[config.mk]
export PLATFORM = sky130hd
export DESIGN_NAME = ipcpTop
export DESIGN_NICKNAME = d
export VERILOG_FILES = /design/src/hdl/ipcpPkg.sv /design/src/hdl/simpleDualBram.sv /design/src/hdl/ipClassifier.sv /design/src/hdl/regionStreamTable.sv /design/src/hdl/prefetchIssue.sv /design/src/hdl/ipcpTop.sv
export VERILOG_INCLUDE_DIRS = /design/src /design/src/hdl
export SDC_FILE = /design/constraint.sdc
export NUM_CORES = 2
export LEC_CHECK = 0
export ABC_AREA = 1
export ABC_CLOCK_PERIOD_IN_PS = 13800
export BUFFER_PORTS_ARGS = -buffer_cell sky130_fd_sc_hd__buf_2
export CORE_MARGIN = 2
export CORE_UTILIZATION = 37
export CTS_BUF_LIST = sky130_fd_sc_hd__clkbuf_2
export DETAILED_ROUTE_END_ITERATION = 10
export GPL_ROUTABILITY_DRIVEN = 0
export MAX_ROUTING_LAYER = met4
export PLACE_DENSITY = 0.52
export SLEW_MARGIN = 0
export SYNTH_ARGS = -nofsm -noshare
export SYNTH_HDL_FRONTEND = slang
export SYNTH_SLANG_ARGS = --single-unit
[constraint.sdc]
create_clock -name clk -period 13.8 [get_ports clk]
set_clock_uncertainty 0.2 [all_clocks]
set_input_delay 0.69 -clock clk [delete_from_list [all_inputs] [get_ports clk]]
set_output_delay 0.69 -clock clk [all_outputs]
set_load 0.05 [all_outputs]
[src/hdl/ipcp_macros.svh]
`ifndef IPCP_MACROS_SVH
`define IPCP_MACROS_SVH

// IP table, indexed by IP bits 7:2, tagged by IP bits 16:8.
`define IPCP_IP_IDX_W 6
`define IPCP_IP_IDX_LSB 2
`define IPCP_IP_TAG_W 9
`define IPCP_IP_TAG_LSB 8

// Region table, one entry per 4 KB region.
`define IPCP_RST_IDX_W 4
`define IPCP_RST_IDX_LSB 12
`define IPCP_RST_TAG_W 9
`define IPCP_RST_TAG_LSB 16

// 64-byte lines, 64 lines per region.
`define IPCP_LINE_LSB 6
`define IPCP_LINE_W 9
`define IPCP_OFFSET_W 6

`define IPCP_DENSE_THRESH 48
`define IPCP_FIFO_DEPTH 4

`endif

[src/hdl/ipcpPkg.sv]
`include "ipcp_macros.svh"

package ipcpPkg;

    // Code 2 is not used.
    typedef enum logic [1:0] {
        NL = 2'd0,
        CS = 2'd1,
        GS = 2'd3
    } pfClassE;

    typedef struct packed {
        logic [31:0] ip;
        logic [31:0] addr;
    } visitS;

    typedef struct packed {
        logic [`IPCP_IP_TAG_W-1:0] tag;
        logic                      valid;
        logic [`IPCP_LINE_W-1:0]   lastLine;
        logic signed [7:0]         stride;
        logic [1:0]                conf;
    } ipEntryS;

    typedef struct packed {
        logic [`IPCP_RST_TAG_W-1:0]       tag;
        logic                             valid;
        logic [(1<<`IPCP_OFFSET_W)-1:0]   lines;
        logic [`IPCP_OFFSET_W:0]          count;
        logic [`IPCP_OFFSET_W-1:0]        lastOffset;
        logic                             dirDown;
    } regionEntryS;

    typedef struct packed {
        logic dense;
        logic dirDown;
    } regionInfoS;

    // Classifier output carries the visit address; the issue stage turns it into a line target.
    typedef struct packed {
        logic [31:0]       addr;
        pfClassE           pfClass;
        logic signed [7:0] stride;
    } prefetchS;

endpackage

[src/hdl/simpleDualBram.sv]
`timescale 1ns/1ps

module simpleDualBram #(
    parameter int dataWidth = 32,
    parameter int addrWidth = 4
) (
    input  logic                 clk,
    input  logic [addrWidth-1:0] raddr,
    output logic [dataWidth-1:0] dout,
    input  logic [addrWidth-1:0] waddr,
    input  logic [dataWidth-1:0] din,
    input  logic                 we
);

    logic [dataWidth-1:0] mem [0:(1<<addrWidth)-1];

    always_ff @(posedge clk)
    begin
        if (we)
        begin
            mem[waddr] <= din;
        end
    end

    // Read during write returns the old word.
    always_ff @(posedge clk)
    begin
        dout <= mem[raddr];
    end

endmodule

[src/hdl/ipClassifier.sv]
`timescale 1ns/1ps
`include "ipcp_macros.svh"

module ipClassifier (
    input  logic                clk,
    input  logic                rstn,
    input  logic                s1Valid,
    input  ipcpPkg::visitS      s1Visit,
    input  ipcpPkg::regionInfoS region,
    output logic                resValid,
    output ipcpPkg::prefetchS   res
);

    import ipcpPkg::*;

    localparam int Entries = 1 << `IPCP_IP_IDX_W;

    logic [`IPCP_IP_IDX_W-1:0] rdIdx;
    logic [`IPCP_IP_IDX_W-1:0] wrIdx;
    logic [`IPCP_IP_TAG_W-1:0] s2Tag;
    logic [`IPCP_LINE_W-1:0]   curLine;
    logic [`IPCP_LINE_W-1:0]   lineDiff;
    logic signed [7:0]         newStride;
    logic signed [7:0]         outStride;
    logic [Entries-1:0]        validQ;
    logic                      s2ValidQ;
    visitS                     s2VisitQ;
    logic                      curValidQ;
    logic                      fwdQ;
    ipEntryS                   fwdEntryQ;
    ipEntryS                   ramRd;
    ipEntryS                   cur;
    ipEntryS                   upd;
    logic                      hit;
    logic                      fwdHit;
    pfClassE                   pfClass;

    assign rdIdx = s1Visit.ip[`IPCP_IP_IDX_LSB +: `IPCP_IP_IDX_W];
    assign wrIdx = s2VisitQ.ip[`IPCP_IP_IDX_LSB +: `IPCP_IP_IDX_W];
    assign s2Tag = s2VisitQ.ip[`IPCP_IP_TAG_LSB +: `IPCP_IP_TAG_W];
    assign curLine = s2VisitQ.addr[`IPCP_LINE_LSB +: `IPCP_LINE_W];

    // Entry being written now is the one stage 1 asks for.
    assign fwdHit = s2ValidQ && (wrIdx == rdIdx);

    simpleDualBram #(
        .dataWidth($bits(ipEntryS)),
        .addrWidth(`IPCP_IP_IDX_W)
    ) ipRam (
        .clk  (clk),
        .raddr(rdIdx),
        .dout (ramRd),
        .waddr(wrIdx),
        .din  (upd),
        .we   (s2ValidQ)
    );

    always_comb
    begin
        cur = fwdQ ? fwdEntryQ : ramRd;
        cur.valid = curValidQ;
    end

    assign hit = cur.valid && (cur.tag == s2Tag);
    assign lineDiff = curLine - cur.lastLine;
    assign newStride = lineDiff[7:0];

    always_comb
    begin
        upd = cur;
        upd.valid = 1'b1;
        upd.lastLine = curLine;
        if (!hit)
        begin
            upd.tag = s2Tag;
            upd.stride = '0;
            upd.conf = '0;
        end
        else
        begin
            if (newStride == cur.stride)
            begin
                if (cur.conf != 2'd3)
                    upd.conf = cur.conf + 2'd1;
            end
            else if (cur.conf != 2'd0)
            begin
                upd.conf = cur.conf - 2'd1;
            end
            // Stride only retrains once confidence has run out.
            if (cur.conf == 2'd0)
                upd.stride = newStride;
        end
    end

    always_comb
    begin
        if (region.dense)
        begin
            pfClass = GS;
            outStride = region.dirDown ? -8'sd1 : 8'sd1;
        end
        else if (hit && (cur.conf >= 2'd2))
        begin
            pfClass = CS;
            outStride = cur.stride;
        end
        else
        begin
            pfClass = NL;
            outStride = 8'sd1;
        end
    end

    always_ff @(posedge clk)
    begin
        if (!rstn)
        begin
            s2ValidQ <= 1'b0;
            fwdQ <= 1'b0;
            curValidQ <= 1'b0;
            validQ <= '0;
            resValid <= 1'b0;
        end
        else
        begin
            s2ValidQ <= s1Valid;
            fwdQ <= fwdHit;
            curValidQ <= validQ[rdIdx] || fwdHit;
            if (s2ValidQ)
                validQ[wrIdx] <= 1'b1;
            resValid <= s2ValidQ;
        end
    end

    always_ff @(posedge clk)
    begin
        s2VisitQ <= s1Visit;
        fwdEntryQ <= upd;
        res.addr <= s2VisitQ.addr;
        res.pfClass <= pfClass;
        res.stride <= outStride;
    end

    resValidKnown: assert property (@(posedge clk) disable iff (!rstn) !$isunknown(resValid))
        else $error("resValid is unknown");

endmodule

[src/hdl/regionStreamTable.sv]
`timescale 1ns/1ps
`include "ipcp_macros.svh"

module regionStreamTable (
    input  logic                clk,
    input  logic                rstn,
    input  logic                s1Valid,
    input  ipcpPkg::visitS      s1Visit,
    output ipcpPkg::regionInfoS region
);

    import ipcpPkg::*;

    localparam int Entries = 1 << `IPCP_RST_IDX_W;

    logic [`IPCP_RST_IDX_W-1:0] rdIdx;
    logic [`IPCP_RST_IDX_W-1:0] wrIdx;
    logic [`IPCP_RST_TAG_W-1:0] s2Tag;
    logic [`IPCP_OFFSET_W-1:0]  offset;
    logic [Entries-1:0]         validQ;
    logic                       s2ValidQ;
    visitS                      s2VisitQ;
    logic                       curValidQ;
    logic                       fwdQ;
    regionEntryS                fwdEntryQ;
    regionEntryS                ramRd;
    regionEntryS                cur;
    regionEntryS                upd;
    logic                       hit;
    logic                       fwdHit;

    assign rdIdx = s1Visit.addr[`IPCP_RST_IDX_LSB +: `IPCP_RST_IDX_W];
    assign wrIdx = s2VisitQ.addr[`IPCP_RST_IDX_LSB +: `IPCP_RST_IDX_W];
    assign s2Tag = s2VisitQ.addr[`IPCP_RST_TAG_LSB +: `IPCP_RST_TAG_W];
    assign offset = s2VisitQ.addr[`IPCP_LINE_LSB +: `IPCP_OFFSET_W];
    assign fwdHit = s2ValidQ && (wrIdx == rdIdx);

    simpleDualBram #(
        .dataWidth($bits(regionEntryS)),
        .addrWidth(`IPCP_RST_IDX_W)
    ) regionRam (
        .clk  (clk),
        .raddr(rdIdx),
        .dout (ramRd),
        .waddr(wrIdx),
        .din  (upd),
        .we   (s2ValidQ)
    );

    always_comb
    begin
        cur = fwdQ ? fwdEntryQ : ramRd;
        cur.valid = curValidQ;
    end

    assign hit = cur.valid && (cur.tag == s2Tag);

    always_comb
    begin
        upd = cur;
        upd.valid = 1'b1;
        upd.lastOffset = offset;
        if (!hit)
        begin
            upd.tag = s2Tag;
            upd.lines = '0;
            upd.lines[offset] = 1'b1;
            upd.count = 7'd1;
            upd.dirDown = 1'b0;
        end
        else
        begin
            upd.lines[offset] = 1'b1;
            if (!cur.lines[offset])
                upd.count = cur.count + 7'd1;
            // Same offset keeps the old direction.
            if (offset < cur.lastOffset)
                upd.dirDown = 1'b1;
            else if (offset > cur.lastOffset)
                upd.dirDown = 1'b0;
        end
    end

    assign region.dense = (upd.count >= 7'(`IPCP_DENSE_THRESH));
    assign region.dirDown = upd.dirDown;

    always_ff @(posedge clk)
    begin
        if (!rstn)
        begin
            s2ValidQ <= 1'b0;
            fwdQ <= 1'b0;
            curValidQ <= 1'b0;
            validQ <= '0;
        end
        else
        begin
            s2ValidQ <= s1Valid;
            fwdQ <= fwdHit;
            curValidQ <= validQ[rdIdx] || fwdHit;
            if (s2ValidQ)
                validQ[wrIdx] <= 1'b1;
        end
    end

    always_ff @(posedge clk)
    begin
        s2VisitQ <= s1Visit;
        fwdEntryQ <= upd;
    end

    countInRange: assert property (@(posedge clk) disable iff (!rstn)
        s2ValidQ |-> (upd.count <= 7'd64))
        else $error("region line count above 64");

endmodule

[src/hdl/prefetchIssue.sv]
`timescale 1ns/1ps
`include "ipcp_macros.svh"

module prefetchIssue (
    input  logic              clk,
    input  logic              rstn,
    input  logic              accept,
    input  logic              resValid,
    input  ipcpPkg::prefetchS res,
    output logic              visitReady,
    output logic              pfValid,
    input  logic              pfReady,
    output ipcpPkg::prefetchS pf
);

    import ipcpPkg::*;

    localparam int PtrW = $clog2(`IPCP_FIFO_DEPTH);
    localparam int CntW = PtrW + 1;
    localparam int LineW = 32 - `IPCP_LINE_LSB;

    prefetchS         fifoMem [`IPCP_FIFO_DEPTH];
    logic [PtrW-1:0]  wrPtr;
    logic [PtrW-1:0]  rdPtr;
    logic [CntW-1:0]  fifoCount;
    logic [CntW-1:0]  usedCredits;
    logic [LineW-1:0] baseLine;
    logic [LineW-1:0] targetLine;
    logic             pop;
    prefetchS         issued;

    always_comb
    begin
        baseLine = res.addr[31:`IPCP_LINE_LSB];
        case (res.pfClass)
            CS:      targetLine = baseLine + {{(LineW-8){res.stride[7]}}, res.stride};
            GS:      targetLine = res.stride[7] ? baseLine - LineW'(1) : baseLine + LineW'(1);
            default: targetLine = baseLine + LineW'(1);
        endcase
        issued.addr = {targetLine, {`IPCP_LINE_LSB{1'b0}}};
        issued.pfClass = res.pfClass;
        issued.stride = res.stride;
    end

    assign pop = pfValid && pfReady;
    assign pfValid = (fifoCount != '0);
    assign pf = fifoMem[rdPtr];

    // A credit is taken at acceptance and returned when the prefetch leaves.
    assign visitReady = (usedCredits < CntW'(`IPCP_FIFO_DEPTH));

    always_ff @(posedge clk)
    begin
        if (resValid)
            fifoMem[wrPtr] <= issued;
    end

    always_ff @(posedge clk)
    begin
        if (!rstn)
        begin
            wrPtr <= '0;
            rdPtr <= '0;
            fifoCount <= '0;
            usedCredits <= '0;
        end
        else
        begin
            if (resValid)
                wrPtr <= wrPtr + PtrW'(1);
            if (pop)
                rdPtr <= rdPtr + PtrW'(1);
            fifoCount <= fifoCount + CntW'(resValid) - CntW'(pop);
            usedCredits <= usedCredits + CntW'(accept) - CntW'(pop);
        end
    end

    noPushWhenFull: assert property (@(posedge clk) disable iff (!rstn)
        resValid |-> (fifoCount < CntW'(`IPCP_FIFO_DEPTH)))
        else $error("result pushed into full FIFO");

    pfStableWhenStalled: assert property (@(posedge clk) disable iff (!rstn)
        (pfValid && !pfReady) |=> (pfValid && $stable(pf)))
        else $error("pf changed while stalled");

endmodule

[src/hdl/ipcpTop.sv]
`timescale 1ns/1ps

module ipcpTop (
    input  logic              clk,
    input  logic              rstn,
    input  logic              visitValid,
    output logic              visitReady,
    input  ipcpPkg::visitS    visit,
    output logic              pfValid,
    input  logic              pfReady,
    output ipcpPkg::prefetchS pf
);

    import ipcpPkg::*;

    logic       accept;
    logic       s1Valid;
    visitS      s1Visit;
    regionInfoS region;
    logic       resValid;
    prefetchS   res;

    assign accept = visitValid && visitReady;

    always_ff @(posedge clk)
    begin
        if (!rstn)
            s1Valid <= 1'b0;
        else
            s1Valid <= accept;
    end

    always_ff @(posedge clk)
    begin
        if (accept)
            s1Visit <= visit;
    end

    regionStreamTable regionTable (
        .clk    (clk),
        .rstn   (rstn),
        .s1Valid(s1Valid),
        .s1Visit(s1Visit),
        .region (region)
    );

    ipClassifier classifier (
        .clk     (clk),
        .rstn    (rstn),
        .s1Valid (s1Valid),
        .s1Visit (s1Visit),
        .region  (region),
        .resValid(resValid),
        .res     (res)
    );

    prefetchIssue issue (
        .clk       (clk),
        .rstn      (rstn),
        .accept    (accept),
        .resValid  (resValid),
        .res       (res),
        .visitReady(visitReady),
        .pfValid   (pfValid),
        .pfReady   (pfReady),
        .pf        (pf)
    );

endmodule

# [After elaboration in Yosys (flattened, before gate mapping)]
# Memories as Yosys holds them, arrays and structs flattened. A register that Yosys moved wholly into a read port is not among the register bits.
# Index checks and enable logic that the tools add are counted.
[op_classes] shifts=0 eq_ne=8 n_reduce_logical=15 n_mul=0 magnitude_cmp=13 n_div=0 n_addsub=13 muxes=38 bitwise=3
[op_table] operator="$or A64 B64 Y64" count=2
[op_table] operator="$mux W88" count=1
[op_table] operator="$mux W71" count=1
[op_table] operator="$pmux W26 S2" count=1
[op_table] operator="$mux W8" count=4
[op_table] operator="$mux W29" count=1
[op_table] operator="$add A26 B1 Y26 const B" count=1
[op_table] operator="$add A26 B26 Y26" count=1
[op_table] operator="$mux W26" count=1
[op_table] operator="$sub A26 B1 Y26 const B" count=1
[op_table] operator="$lt A6 B7 Y1 const B" count=3
[op_table] operator="$eq A9 B9 Y1" count=2
[op_table] operator="$mux W9" count=2
[op_table] operator="$or A16 B16 Y16" count=1
[op_table] operator="$mux W1" count=14
[op_table] operator="$bmux W1 S6" count=2
[op_table] operator="$demux W1 S6" count=2
[op_table] operator="$ge A6 B1 Y1 const B" count=2
[op_table] operator="$logic_and A1 B1 Y1" count=10
[op_table] operator="$lt A4 B5 Y1 const B" count=2
[op_table] operator="$mux W10" count=1
[op_table] operator="$mux W2" count=5
[op_table] operator="$eq A8 B8 Y1" count=1
[op_table] operator="$sub A8 B8 Y8" count=1
[op_table] operator="23 further kinds" count=28
[totals] ff_bits=469 memories=3 word_cells=124 output_inout_bits=44 rom_bits=0 ram_bits=3328 latchBits=0
[memory_table] memory="classifier.ipRam.mem" words=64 word_bits=28 read_ports=1 rd_clocked_by_memory_dff=1 write_ports=1 line="simpleDualBram.sv:15" source="logic [dataWidth-1:0] mem [0:(1<<addrWidth)-1];"
[memory_table] memory="regionTable.regionRam.mem" words=16 word_bits=87 read_ports=1 rd_clocked_by_memory_dff=1 write_ports=1 line="simpleDualBram.sv:15"
[memory_table] memory="issue.fifoMem" words=4 word_bits=36 read_ports=1 rd_clocked_by_memory_dff=1 write_ports=1 line="prefetchIssue.sv:22" source="prefetchS fifoMem [`IPCP_FIFO_DEPTH];"

# [Depth between registers and ports, before layout]
[logic_depth] depth_word=8 depth_mapped=19

# [Modules after synthesis]
# Synthesis repeated with hierarchy kept, for this count alone.
[unflattened] hier_cells=14991 area_unflattened_um2=161352.2
[by_module_without_submodules] module="simpleDualBram (classifier.ipRam)" area_per_inst_um2=75482.4 instances=1 cells_per_inst=6299
[by_module_without_submodules] module="simpleDualBram (regionTable.regionRam)" area_per_inst_um2=61704.2 instances=1 cells_per_inst=5778
[by_module_without_submodules] module="prefetchIssue" area_per_inst_um2=9721.8 instances=1 cells_per_inst=1225
[by_module_without_submodules] module="ipClassifier" area_per_inst_um2=6563.8 instances=1 cells_per_inst=796
[by_module_without_submodules] module="regionStreamTable" area_per_inst_um2=5920.7 instances=1 cells_per_inst=824
[by_module_without_submodules] module="ipcpTop" area_per_inst_um2=1959.4 instances=1 cells_per_inst=69

# [Worst setup path after synthesis]
# No wires, ideal clock.
[synth_timing] path_type="register to register" from="register classifier.curLine[7] (netlist name)" to="memory regionTable.regionRam.mem[6][0] (netlist name) (enable)" period_less_slack_ns=8.353 setup_slack_ns=5.447 setup_time_ns=0.642 required_time_ns=12.958 arrival_time_ns=7.511 stages_incl_launch_ff=5 cell_sequence="dfxtp_1 > inv_1 > nor2_1 > inv_1 > nor3_1"
[synth_lines] element="to (decl)" line="simpleDualBram.sv:15"

==> flow_summary.yaml <==
outcome:
  status: "finished clean"
yosys:
  synthesis.area_mm2: 0.144
  async_flop_share_pct: 0
  yosys.area.top_type: "edfxtp_1"
  yosysSeqAreaShare_pct: 74.4
  synth_top_area_share_pct: 69.0
  synth_flop_cell: "edfxtp_1"
  synth-edff-count: 3305
  yosysWarnings: 0
  netlist_instances: 11200
  synth_area_leaders: "edfxtp_1 69%, o21ai_0 6.9%, nor2_1 5.9%"
  avgSynthCellArea_um2: 12.8
  ys_ff_latch: 3695
  synth_cell_types: 59
power:
  peakVddDrop_mv: 0.0871
  power.leakage_nw: 53.0
  powerDensity_mw_per_mm2: 145
  power_w: 0.0233
sta:
  clock.fmax_mhz: 171
  setup_viol: 0
  tns_ns: 0
  maxSlewViolCount: 0
  fin_crit_ns: 5.84
  hold_viol: 0
  rsz0062_at_grt: "false"
  worst_slew_pin_slew_ns: 1.19
  max_slew_margin_pct: 20.9
  period_share_pct: 42.3
setup_path:
  slowest_delay_ns: 0.58
  worst-path-max-fanout: 73
  crit_path_frequent_cell: "buf_4"
  critical_path_class: "flip-flop to output port"
  endpoint_kind: "output port"
  critPathTopFamily: "buffers and inverters"
  cp_slowest_cell: "buf_4"
  cp_cell_sequence: "buf_4 > inv_2 > buf_4 > o21ai_0 > o22ai_1 > buf_2"
  startpoint_type: "flip-flop"
  arrival_ns: 4.95
  cp_num_buf_inv: 4
  worstPathRequired_ns: 12.91
place:
  place_inst: 16000
  port_buffers: 82
  dpl.hpwl_um: 210000
route:
  wl_per_cell_um: 24.1
  via_count: 97000
  ant_nets: 0
  drc: 0
  totalWireLength_um: 429000
  viasPerCell: 5.45
  dr.pass1.iters: 6
  drtIter0Drc: 9369
floorplan:
  io-pin-count: 112
  die_area_mm2: 0.394
  core_mm2: 0.386
  initial_core_util_pct: 37.2
  rows: 228
  die_x_um: 627
  die_h_um: 627
clocking:
  numCtsBuffers: 909
  cts.clk_slew.worst_paths_ns: 0.10
  cts_resized: 0
  cts.sinks: 3695
  h-tree-depth: 6
  clk_latency_ns: 2.36
  cts_max_path_buffers: 4
  root_buffer: "clkbuf_2"
  cts_tree: "done"
layout:
  nets: 12000
  layout-drive-gt1-share_pct: 15.6
  syn2layout_area_growth_pct: 11.8
  fin_util_pct: 41.6
  fill_cells: 36200
  fin_cells: 17800
hold_path:
  hold_class: "flip-flop to flip-flop"
grt:
  grt_util_all_layers_pct: 21.8
  grt_pass1_wl_um: 623000
  grt_overflow_total: 0
  grt_pass1_vias: 96500
  antenna_found_initial: 27
  grt_max_degree: 191
job:
  maxCapViolCount: 0
==> metal layers <==
layer	track usage [%]	vias up	wire (um)
li1	-	43600	-
met2	34.5	3866	202000
met5	-	-	0
met1	28.5	48700	182000
met3	3.37	831	30100
met4	8.41	0	15000
==> synthesized netlist by cell type, types with 11 or more instances <==
master,count
a21oi_1,82
a22o_1,65
buf_1,36
buf_2,60
buf_4,12
clkbuf_1,670
dfxtp_1,390
edfxtp_1,3305
ha_1,49
inv_1,175
nand2_1,633
nand3_1,179
nand4_1,19
nor2_1,2275
nor3_1,33
o211ai_1,112
o21ai_0,1989
o21bai_1,11
o221ai_1,337
o22ai_1,601
o32ai_1,22
or2_2,16
xnor2_1,12
xor2_1,44
==> logic make-up (layout without fill, tap and decap cells) <==
family	Yosys count	count (layout)	synth area share, %
compound gates	3260	3260	13.3
xor+xnor	56	56	0.341
fa+ha+maj	53	53	0.482
buf+inv	974	2333	2.68
flops	3695	3695	74.4
mux	6	6	0.0444
other cells	1	46	0.00261
simple gates	3197	3197	8.73
==> where the power goes <==
part / internal [W] / switching (W)
logic: 0.000851 / 0.00249
registers: 0.0124 / 0.000168
clock network: 0.00292 / 0.00447
==> timing repair <==
item | in CTS | in global routing
setup buffers | 0 | 0
endpoints found under the hold margin | 181 | 0
hold buffers | 176 | 0
endpoints found under the setup margin | 0 | 0
==> metrics by stage <==
step                      cell area (um^2)  worst slack, ns  hold slack, ns
after floorplan                     144000             5.45           0.110
after global placement              150000             8.35           0.123
after detailed placement            150000             8.29           0.121
after CTS                           161000             7.63        0.000927
after global routing                161000             7.64           0.146
final                               161000             7.96           0.118
==> registers in the layout (all words and copies together), names as in the netlist, 3 cells and up, named ones only <==
| name | count |
|---|---|
| classifier.ipRam.mem | 1728 |
| regionTable.regionRam.mem | 1392 |
| issue.fifoMem | 144 |
| regionTable.regionRam.dout | 87 |
| regionTable.fwdEntryQ | 81 |
| classifier.validQ | 64 |
| s1Visit | 41 |
| classifier.res | 36 |
| classifier.ipRam.dout | 27 |
| classifier.s2VisitQ | 23 |
| classifier.fwdEntryQ | 19 |
| regionTable.validQ | 16 |
| classifier.curLine | 9 |
| classifier.s2Tag | 9 |
| issue.fifoCount | 3 |
| issue.usedCredits | 3 |
==> final cells by class <==
type                    count  area (um^2)  share of cell area (%)
well taps                5175         6470                    4.03
flip-flops and latches   3695       107000                    66.6
diodes                     40          100                  0.0623
clock inverters           248         1460                   0.910
repair buffers            498         4140                    2.57
multi-input cells        6578        33700                    20.9
clock buffers            1402         7020                    4.37
inverters                 185          757                   0.471
==> final timing paths <==
path,endpoint,cells past startpoint,slack [ns],start
setup / recovery,pf[0],6,7.96,flip-flop
hold reg to reg,classifier.s2VisitQ[25],0,0.12,s1Visit[25]
setup reg to reg,classifier.ipRam.dout[23],11,8.21,s1Visit[35]
hold / removal,classifier.s2VisitQ[25],0,0.12,s1Visit[25]
==> cell usage in the layout (no fill, tap or decap), drive strengths merged, types with 206 or more instances in the layout <==
cell type,n
nor2,2290
o221ai,337
dfxtp,390
inv,206
nand2,638
clkbuf,1402
clkinv,210
edfxtp,3305
o22ai,601
o21ai,1996
buf,322
Note: power is estimated with default switching activity, not from simulation.
